## src/sad_cfg_pkg.sv

```systemverilog
package sad_cfg_pkg;

    // sample and window sizes
    localparam int SAD_SAMPLE_BITS = 12;
    localparam int SAD_REF_SAMPLES = 8;

    // worst case is SAD_REF_SAMPLES * (2**SAD_SAMPLE_BITS - 1), fits with margin
    localparam int SAD_SUM_BITS    = 16;

    localparam int SAD_IDX_BITS    = $clog2(SAD_REF_SAMPLES);

    // one adc sample, or the absolute difference of two
    typedef logic [SAD_SAMPLE_BITS-1:0] sample_t;

    // window sum, also used for the threshold
    typedef logic [SAD_SUM_BITS-1:0] sum_t;

    // position inside the reference
    typedef logic [SAD_IDX_BITS-1:0] ref_idx_t;

    // whole reference pattern, entry n is sample n of the window
    typedef logic [SAD_REF_SAMPLES-1:0][SAD_SAMPLE_BITS-1:0] ref_array_t;

    // one bit per lane
    typedef logic [SAD_REF_SAMPLES-1:0] lane_vec_t;

endpackage

```

## src/sad_regs_pkg.sv

```systemverilog
package sad_regs_pkg;

    // apb bus widths
    localparam int SAD_ADDR_BITS = 8;
    localparam int SAD_DATA_BITS = 32;

    // reference word n at SAD_REF_BASE + 4*n, low sample bits used
    localparam logic [SAD_ADDR_BITS-1:0] SAD_REF_BASE       = 8'h00;

    localparam logic [SAD_ADDR_BITS-1:0] SAD_THRESHOLD_ADDR = 8'h80;  // low 16 bits
    localparam logic [SAD_ADDR_BITS-1:0] SAD_MAX_DEV_ADDR   = 8'h84;  // low 12 bits, 0 = off
    localparam logic [SAD_ADDR_BITS-1:0] SAD_STATUS_ADDR    = 8'h88;  // any write clears triggered

    // status bit positions
    localparam int SAD_STATUS_TRIGGERED = 0;  // sticky
    localparam int SAD_STATUS_RUNNING   = 1;  // read only

endpackage

```

## src/sad_apb_regs.sv

```systemverilog
`timescale 1ns/1ps

module sad_apb_regs (
    input  logic                                   adc_sampleclk,
    input  logic                                   reset,
    input  logic                                   psel,
    input  logic                                   penable,
    input  logic                                   pwrite,
    input  logic [sad_regs_pkg::SAD_ADDR_BITS-1:0] paddr,
    input  logic [sad_regs_pkg::SAD_DATA_BITS-1:0] pwdata,
    output logic [sad_regs_pkg::SAD_DATA_BITS-1:0] prdata,
    output logic                                   pready,
    output logic                                   pslverr,
    input  logic                                   trigger,
    input  logic                                   running,
    output sad_cfg_pkg::ref_array_t                ref_samples,
    output sad_cfg_pkg::sum_t                      threshold,
    output sad_cfg_pkg::sample_t                   max_dev
);
    import sad_cfg_pkg::*;
    import sad_regs_pkg::*;

    logic                     access;
    logic                     wr_en;
    logic [SAD_ADDR_BITS-1:0] ref_offset;
    logic [SAD_ADDR_BITS-3:0] ref_word;
    ref_idx_t                 ref_idx;
    logic                     sel_ref;
    logic                     sel_thr;
    logic                     sel_dev;
    logic                     sel_status;
    logic                     mapped;
    logic                     triggered;
    logic [SAD_DATA_BITS-1:0] rdata;

    assign pready = 1'b1;              // zero wait states
    assign access = psel & penable;    // access phase
    assign wr_en  = access & pwrite;

    // reference window decode, word aligned only
    assign ref_offset = paddr - SAD_REF_BASE;
    assign ref_word   = ref_offset[SAD_ADDR_BITS-1:2];
    assign ref_idx    = ref_idx_t'(ref_word);
    assign sel_ref    = (ref_offset[1:0] == 2'b00) && (ref_word < SAD_REF_SAMPLES);

    assign sel_thr    = (paddr == SAD_THRESHOLD_ADDR);
    assign sel_dev    = (paddr == SAD_MAX_DEV_ADDR);
    assign sel_status = (paddr == SAD_STATUS_ADDR);
    assign mapped     = sel_ref | sel_thr | sel_dev | sel_status;

    assign pslverr = access & ~mapped;

    // configuration registers
    always_ff @(posedge adc_sampleclk) begin
        if (reset) begin
            ref_samples <= '0;
            threshold   <= '0;
            max_dev     <= '0;
        end else if (wr_en) begin
            if (sel_ref) begin
                ref_samples[ref_idx] <= pwdata[SAD_SAMPLE_BITS-1:0];
            end
            if (sel_thr) begin
                threshold <= pwdata[SAD_SUM_BITS-1:0];
            end
            if (sel_dev) begin
                max_dev <= pwdata[SAD_SAMPLE_BITS-1:0];
            end
        end
    end

    // sticky trigger flag, a trigger beats a clear on the same edge
    always_ff @(posedge adc_sampleclk) begin
        if (reset) begin
            triggered <= 1'b0;
        end else if (trigger) begin
            triggered <= 1'b1;
        end else if (wr_en && sel_status) begin
            triggered <= 1'b0;
        end
    end

    always_comb begin
        rdata = '0;
        if (sel_ref) begin
            rdata = SAD_DATA_BITS'(ref_samples[ref_idx]);
        end else if (sel_thr) begin
            rdata = SAD_DATA_BITS'(threshold);
        end else if (sel_dev) begin
            rdata = SAD_DATA_BITS'(max_dev);
        end else if (sel_status) begin
            rdata[SAD_STATUS_TRIGGERED] = triggered;
            rdata[SAD_STATUS_RUNNING]   = running;
        end
    end

    assign prdata = (psel && !pwrite) ? rdata : '0;  // unmapped reads give zero

endmodule

```

## src/sad_lane.sv

```systemverilog
`timescale 1ns/1ps

module sad_lane (
    input  logic                    adc_sampleclk,
    input  logic                    reset,
    input  logic                    lanes_clear,
    input  logic                    start,
    input  sad_cfg_pkg::sample_t    adc_data,
    input  sad_cfg_pkg::ref_array_t ref_samples,
    input  sad_cfg_pkg::sum_t       threshold,
    input  sad_cfg_pkg::sample_t    max_dev,
    output logic                    hit
);
    import sad_cfg_pkg::*;

    logic     active;
    ref_idx_t pos;
    logic     take;
    sample_t  ref_val;
    sample_t  abs_diff;
    logic     diff_valid;
    sample_t  diff;
    logic     diff_over;
    logic     diff_last;
    sum_t     sum;
    logic     spoiled;
    logic     window_done;

    // pos is still 0 from the idle clear when start arrives
    assign take     = start | active;
    assign ref_val  = ref_samples[pos];
    assign abs_diff = (adc_data > ref_val) ? adc_data - ref_val : ref_val - adc_data;

    always_ff @(posedge adc_sampleclk) begin
        if (reset || lanes_clear) begin
            active <= 1'b0;
            pos    <= '0;
        end else if (take) begin
            active <= 1'b1;
            pos    <= (pos == ref_idx_t'(SAD_REF_SAMPLES - 1)) ? '0 : pos + 1'b1;
        end
    end

    // difference stage, sample k lands here at edge k
    always_ff @(posedge adc_sampleclk) begin
        if (reset || lanes_clear) begin
            diff_valid <= 1'b0;
        end else begin
            diff_valid <= take;
        end
    end

    always_ff @(posedge adc_sampleclk) begin
        diff      <= abs_diff;
        diff_over <= (max_dev != '0) && (abs_diff > max_dev);
        diff_last <= (pos == ref_idx_t'(SAD_REF_SAMPLES - 1));
    end

    // accumulate at edge k+1, judge the finished window at edge k+2
    always_ff @(posedge adc_sampleclk) begin
        if (reset || lanes_clear) begin
            sum         <= '0;
            spoiled     <= 1'b0;
            window_done <= 1'b0;
            hit         <= 1'b0;
        end else begin
            hit         <= window_done && (sum <= threshold) && !spoiled;
            window_done <= diff_valid & diff_last;
            if (diff_valid) begin
                if (window_done) begin    // new window opens with this diff
                    sum     <= sum_t'(diff);
                    spoiled <= diff_over;
                end else begin
                    sum     <= sum + sum_t'(diff);
                    spoiled <= spoiled | diff_over;
                end
            end
        end
    end

endmodule

```

## src/sad_sequencer.sv

```systemverilog
`timescale 1ns/1ps

module sad_sequencer (
    input  logic                   adc_sampleclk,
    input  logic                   reset,
    input  logic                   arm,
    input  logic                   active,
    input  sad_cfg_pkg::lane_vec_t hits,
    output sad_cfg_pkg::lane_vec_t lane_start,
    output logic                   lanes_clear,
    output logic                   running,
    output logic                   trigger
);
    import sad_cfg_pkg::*;

    typedef enum logic {
        ST_IDLE,
        ST_RUNNING
    } state_t;

    state_t   state;
    ref_idx_t start_cnt;     // lane to start next
    logic     starts_done;   // all lanes started this run
    logic     go;
    logic     any_hit;

    assign go      = arm & active;
    assign any_hit = |hits;

    assign running     = (state == ST_RUNNING);
    assign lanes_clear = (state == ST_IDLE);   // holds every lane in clear while idle

    // one lane per cycle, lane i just before sample i
    assign lane_start = (running && !starts_done) ? lane_vec_t'(1) << start_cnt : '0;

    always_ff @(posedge adc_sampleclk) begin
        if (reset) begin
            state   <= ST_IDLE;
            trigger <= 1'b0;
        end else begin
            trigger <= running & any_hit;  // single cycle, state leaves running
            case (state)
                ST_IDLE: begin
                    if (go) begin
                        state <= ST_RUNNING;
                    end
                end
                ST_RUNNING: begin
                    if (!go || any_hit) begin
                        state <= ST_IDLE;  // lanes get cleared next cycle
                    end
                end
                default: begin
                    state <= ST_IDLE;
                end
            endcase
        end
    end

    // start counter, restarts with every run
    always_ff @(posedge adc_sampleclk) begin
        if (reset || !running) begin
            start_cnt   <= '0;
            starts_done <= 1'b0;
        end else if (!starts_done) begin
            if (start_cnt == ref_idx_t'(SAD_REF_SAMPLES - 1)) begin
                starts_done <= 1'b1;
            end else begin
                start_cnt <= start_cnt + 1'b1;
            end
        end
    end

endmodule

```

## src/sad_top.sv

```systemverilog
`timescale 1ns/1ps

module sad_top (
    input  logic                                   adc_sampleclk,
    input  logic                                   reset,
    input  logic                                   arm,
    input  logic                                   active,
    input  sad_cfg_pkg::sample_t                   adc_data,
    input  logic                                   psel,
    input  logic                                   penable,
    input  logic                                   pwrite,
    input  logic [sad_regs_pkg::SAD_ADDR_BITS-1:0] paddr,
    input  logic [sad_regs_pkg::SAD_DATA_BITS-1:0] pwdata,
    output logic [sad_regs_pkg::SAD_DATA_BITS-1:0] prdata,
    output logic                                   pready,
    output logic                                   pslverr,
    output logic                                   trigger
);
    import sad_cfg_pkg::*;

    ref_array_t ref_samples;
    sum_t       threshold;
    sample_t    max_dev;
    lane_vec_t  hits;
    lane_vec_t  lane_start;
    logic       lanes_clear;
    logic       running;

    sad_apb_regs u_regs (
        .adc_sampleclk (adc_sampleclk),
        .reset         (reset),
        .psel          (psel),
        .penable       (penable),
        .pwrite        (pwrite),
        .paddr         (paddr),
        .pwdata        (pwdata),
        .prdata        (prdata),
        .pready        (pready),
        .pslverr       (pslverr),
        .trigger       (trigger),
        .running       (running),
        .ref_samples   (ref_samples),
        .threshold     (threshold),
        .max_dev       (max_dev)
    );

    // one lane per window phase
    for (genvar i = 0; i < SAD_REF_SAMPLES; i++) begin : gen_lane
        sad_lane u_lane (
            .adc_sampleclk (adc_sampleclk),
            .reset         (reset),
            .lanes_clear   (lanes_clear),
            .start         (lane_start[i]),
            .adc_data      (adc_data),
            .ref_samples   (ref_samples),
            .threshold     (threshold),
            .max_dev       (max_dev),
            .hit           (hits[i])
        );
    end

    sad_sequencer u_seq (
        .adc_sampleclk (adc_sampleclk),
        .reset         (reset),
        .arm           (arm),
        .active        (active),
        .hits          (hits),
        .lane_start    (lane_start),
        .lanes_clear   (lanes_clear),
        .running       (running),
        .trigger       (trigger)
    );

endmodule

```

## config.mk

```make
export PLATFORM = sky130hd
export DESIGN_NAME = sad_top
export DESIGN_NICKNAME = d
export VERILOG_FILES = /design/src/sad_cfg_pkg.sv /design/src/sad_regs_pkg.sv /design/src/sad_apb_regs.sv /design/src/sad_lane.sv /design/src/sad_sequencer.sv /design/src/sad_top.sv
export SDC_FILE = /design/constraint.sdc
export NUM_CORES = 2
export LEC_CHECK = 0
export BUFFER_PORTS_ARGS = -buffer_cell sky130_fd_sc_hd__clkbuf_2
export CAP_MARGIN = 30
export CORE_ASPECT_RATIO = 0.6
export CORE_UTILIZATION = 55
export CTS_CLUSTER_DIAMETER = 120
export CTS_CLUSTER_SIZE = 12
export DETAILED_ROUTE_END_ITERATION = 10
export PLACE_DENSITY = 0.7
export SKIP_LAST_GASP = 1
export SYNTH_ARGS = -nofsm -noshare
export SYNTH_HDL_FRONTEND = slang
export SYNTH_HIERARCHICAL = 1
export SYNTH_SLANG_ARGS = --single-unit
```

## constraint.sdc

```tcl
create_clock -name adc_sampleclk -period 18 [get_ports adc_sampleclk]
set_clock_uncertainty 0.2 [all_clocks]
set_input_delay 2.7 -clock adc_sampleclk [delete_from_list [all_inputs] [get_ports adc_sampleclk]]
set_output_delay 2.7 -clock adc_sampleclk [all_outputs]
set_load 0.03 [all_outputs]
```

==> qor.csv <==
stage;metric;value;unit
yosys;synthCells;4532;
clock_tree;postCtsSetupRepairBufs;0;
power_and_ir_drop;total_leakage_power;18.50;nW
power_and_ir_drop;power.density;54.07;nW/um^2
floorplan;die_height;211.9;um
detailed_routing;drt.antenna.violating_nets;0;
sta;tightestPinTransition;1.148;ns
detailed_routing;initialDrtViolationCount;3944;
clock_tree;total_clock_sinks;435;
detailed_routing;via_count;35364;
yosys;asyncSetResetFlopFracSynth;0;%
floorplan;die_area;74560;sq um
sta;timing.final.ws_setup;9.803;ns
clock_tree;clk_latency;0.64;ns
clock_tree;cts_hold_repair.buffers;0;
min_path;worstHoldPathCells;1;
worst_setup_path;timing.critical_path.arrival;5.30;ns
floorplan;floorplan.io_pins;94;
yosys;most_common_cell_in_the_synthesized_netlist;ha_1;
yosys;synth-edff-count;0;
worst_setup_path;rr_worst_depth;23;
clock_tree;tritoncts;done;
final_layout;drive_above_1_share;11.36;%
yosys;synth_warnings;6;
worst_setup_path;required;15.10;ns
floorplan;core_region_area;72170;sq um
clock_tree;clock_tree.buffer_depth;3;
final_layout;area_added_between_synthesis_and_finish;5.396;%
outcome;status;complete, no violations;
yosys;syn-mean-instance-area;8.912;sq um
yosys;synth_cell_type_count;98;
global_routing;global_route_wire_length_before_repair;199600;um
sta;layout_min_cycle_time;8.197;ns
detailed_routing;wire_per_inst;24.80;um
yosys;ys_ff_latch;435;
global_routing;overflow;0;
worst_setup_path;regToRegSetupSlack;11.65;ns
worst_setup_path;critical_path_endpoint_category;primary output;
min_path;hold_path_class;flop to flop;
worst_setup_path;setup_crit_path_kind;input port to primary output;
floorplan;floorplan.initialDensity;55.96;%
clock_tree;ctsResizeCount;0;
sta;fmax;122.0;MHz
detailed_routing;route.detailed.drc;0;
placement;gp_congestion;1.043;
floorplan;rows;76;
sta;relSlewSlack;23.19;%
clock_tree;number_of_buffers_created_by_cts;42;
placement;post-dp-hpwl;96150;um
yosys;synth.cell_area;40390;sq um
floorplan;fp.dieW;351.8;um
final_layout;num-fill-cells;6329;
yosys;synth.largest_area_cell;dfxtp_1;
worst_setup_path;worst-path-max-fanout;39;
final_layout;final_nets;5107;
global_routing;grt_antenna_before_repair;6;
clock_tree;cts-htree-levels;2;
yosys;leading_cell_types_by_count_after_synthesis;526 x ha_1, 498 x inv_1, 435 x dfxtp_1;
clock_tree;root_buffer;clkbuf_16;
clock_tree;cts.reportedPaths.clkPinSlew;0.06;ns
yosys;yosys-top-cells-area;dfxtp_1 22%, ha_1 16%, mux4_2 12%, mux2i_1 6.8%, inv_1 4.6%;
sta;hold_violations;0;
global_routing;vias_in_the_first_global_route;31741;
detailed_routing;drt-total-wl;135900;um
detailed_routing;detailedRoute.firstPassIterationCount;8;
global_routing;grt_usage;36.00;%
placement;preCtsSetupSlack;10.02;ns
detailed_routing;routed_via_density;6.454;
yosys;post-synth-top-area-fraction;21.56;%
sta;unrepaired_setup_endpoints_after_global_routing;false;
sta;setup_total_negative_slack;0;ns
sta;timing_max_transition_violations_final;0;
sta;timing.final.crit_share;45.54;%
run;maxCapViolations;0;
yosys;synth-main-ff-cell;dfxtp_1;
sta;final_setup_violation_count;0;
sta;hold-worst-slack;0.2615;ns
worst_setup_path;timing.critical_path.from_type;input port;
global_routing;grt_start_max_net_pins;73;
placement;port-buffer-count;60;
yosys;ys_seq_area_share;21.56;%
power_and_ir_drop;worst_ir_drop_vdd;58.41;uV
-- layer usage --
| layer | up-vias | global-route usage (%) | share of wire [%] |
|---|---|---|---|
| met5 | - | 0.9217 | 0.080 |
| met4 | 10 | 14.68 | 4.4 |
| met3 | 280 | 16.77 | 17 |
| met2 | 2170 | 44.11 | 35 |
| met1 | 16617 | 52.39 | 43 |
| li1 | 16287 | - | - |
-- cell families (layout without fill, tap and decap cells) --
kind of cell             count (synthesis)  in the layout  synth area share, %
adder cells (fa/ha/maj)                550            550                17.48
buffers and inverters                  731            684                7.546
other                                    2             21              0.01859
AND/OR/NAND/NOR                       1125           1125                14.30
flip-flops                             435            435                21.56
AO/OA/AOI/OAI                         1026           1026                16.38
XOR/XNOR                               154            154                3.340
multiplexers                           509            509                19.37
-- worst max-delay path, cell delays in order --
cell and delay, ns:
clkbuf_2 0.55, nor2_1 1.10, a21oi_1 0.20, nor2_1 0.23, o221a_2 0.28, clkbuf_2 0.22
-- report_power, final --
part | total [mW] | leakage, nW | internal [mW] | switching (mW)
sequential | 1.03 | 3.54 | 0.998 | 0.0279
clock | 0.838 | 0.550 | 0.425 | 0.413
combinational | 0.438 | 14.4 | 0.173 | 0.265
total | 2.30 | 18.5 | 1.60 | 0.706
-- state kept, by name, summed over array words and instances, names as in the netlist --
name,count
gen_lane.u_lane/active,8
gen_lane.u_lane/diff,96
gen_lane.u_lane/diff_last,8
gen_lane.u_lane/diff_over,8
gen_lane.u_lane/diff_valid,8
gen_lane.u_lane/hit,8
gen_lane.u_lane/pos,24
gen_lane.u_lane/spoiled,8
gen_lane.u_lane/sum,128
gen_lane.u_lane/window_done,8
u_regs/max_dev,12
u_regs/ref_samples,96
u_regs/threshold,16
u_regs/triggered,1
u_seq/running,1
u_seq/start_cnt,3
u_seq/starts_done,1
u_seq/trigger,1
-- path summary, 6_finish.rpt --
| check | start | to |
|---|---|---|
| setup / recovery | paddr[3] | prdata[7] |
| hold / removal | gen_lane[3].u_lane/diff_last | gen_lane[3].u_lane/window_done |
| setup reg to reg | gen_lane[0].u_lane/pos[0] | gen_lane[0].u_lane/diff_over |
| hold reg to reg | gen_lane[3].u_lane/diff_last | gen_lane[3].u_lane/window_done |
-- stage by stage --
step	std cells	utilization (%)	instance area [sq um]	power, mW
floorplan	4547	-	40450	1.367
global placement	5424	57.29	41350	1.462
global route	5477	58.97	42560	2.394
finish	5479	58.98	42570	2.302
detailed placement	5424	57.29	41350	1.472
CTS	5470	58.83	42460	2.301
-- layout make-up --
type / instances / area [sq um] / share of cell area, %
Antenna cell: 4 / 10.01 / 0.02351
Clock buffer: 43 / 1076 / 2.528
Clock inverter: 3 / 40.04 / 0.09406
Inverter: 502 / 1884 / 4.427
Multi-Input combinational cell: 3381 / 28690 / 67.39
Sequential cell: 435 / 8718 / 20.48
Tap cell: 975 / 1220 / 2.866
Timing Repair Buffer: 136 / 930.9 / 2.187
-- placed cells by master (no fill, tap or decap), types with 12 or more instances in the layout --
master | synthesis | routed
nor3_1 | 73 | 73
nand2_1 | 216 | 216
nor4_1 | 35 | 35
dfxtp_1 | 435 | 427
o21ai_1 | 48 | 48
and2_1 | 14 | 14
fa_1 | 24 | 24
clkbuf_2 | 2 | 59
conb_1 | 2 | 17
and3_1 | 33 | 33
nor2_1 | 414 | 414
xnor2_1 | 95 | 95
a21o_1 | 118 | 118
nand3_1 | 22 | 22
clkbuf_16 | 0 | 43
ha_1 | 526 | 526
o211ai_1 | 41 | 41
nand3b_1 | 12 | 12
o21a_1 | 38 | 38
inv_1 | 498 | 498
mux2_2 | 17 | 17
a31oi_1 | 44 | 44
nand2b_1 | 45 | 45
xor2_1 | 59 | 59
nor2b_1 | 66 | 66
a211oi_1 | 75 | 75
a21oi_1 | 323 | 323
o221ai_1 | 13 | 13
mux4_2 | 216 | 216
nand4_1 | 83 | 83
mux2i_1 | 273 | 273
or3_1 | 15 | 15
o21bai_1 | 26 | 26
or2_2 | 13 | 13
buf_4 | 23 | 72
a311oi_1 | 31 | 31
o21ai_0 | 157 | 157
(Power assumes the default switching activity.)
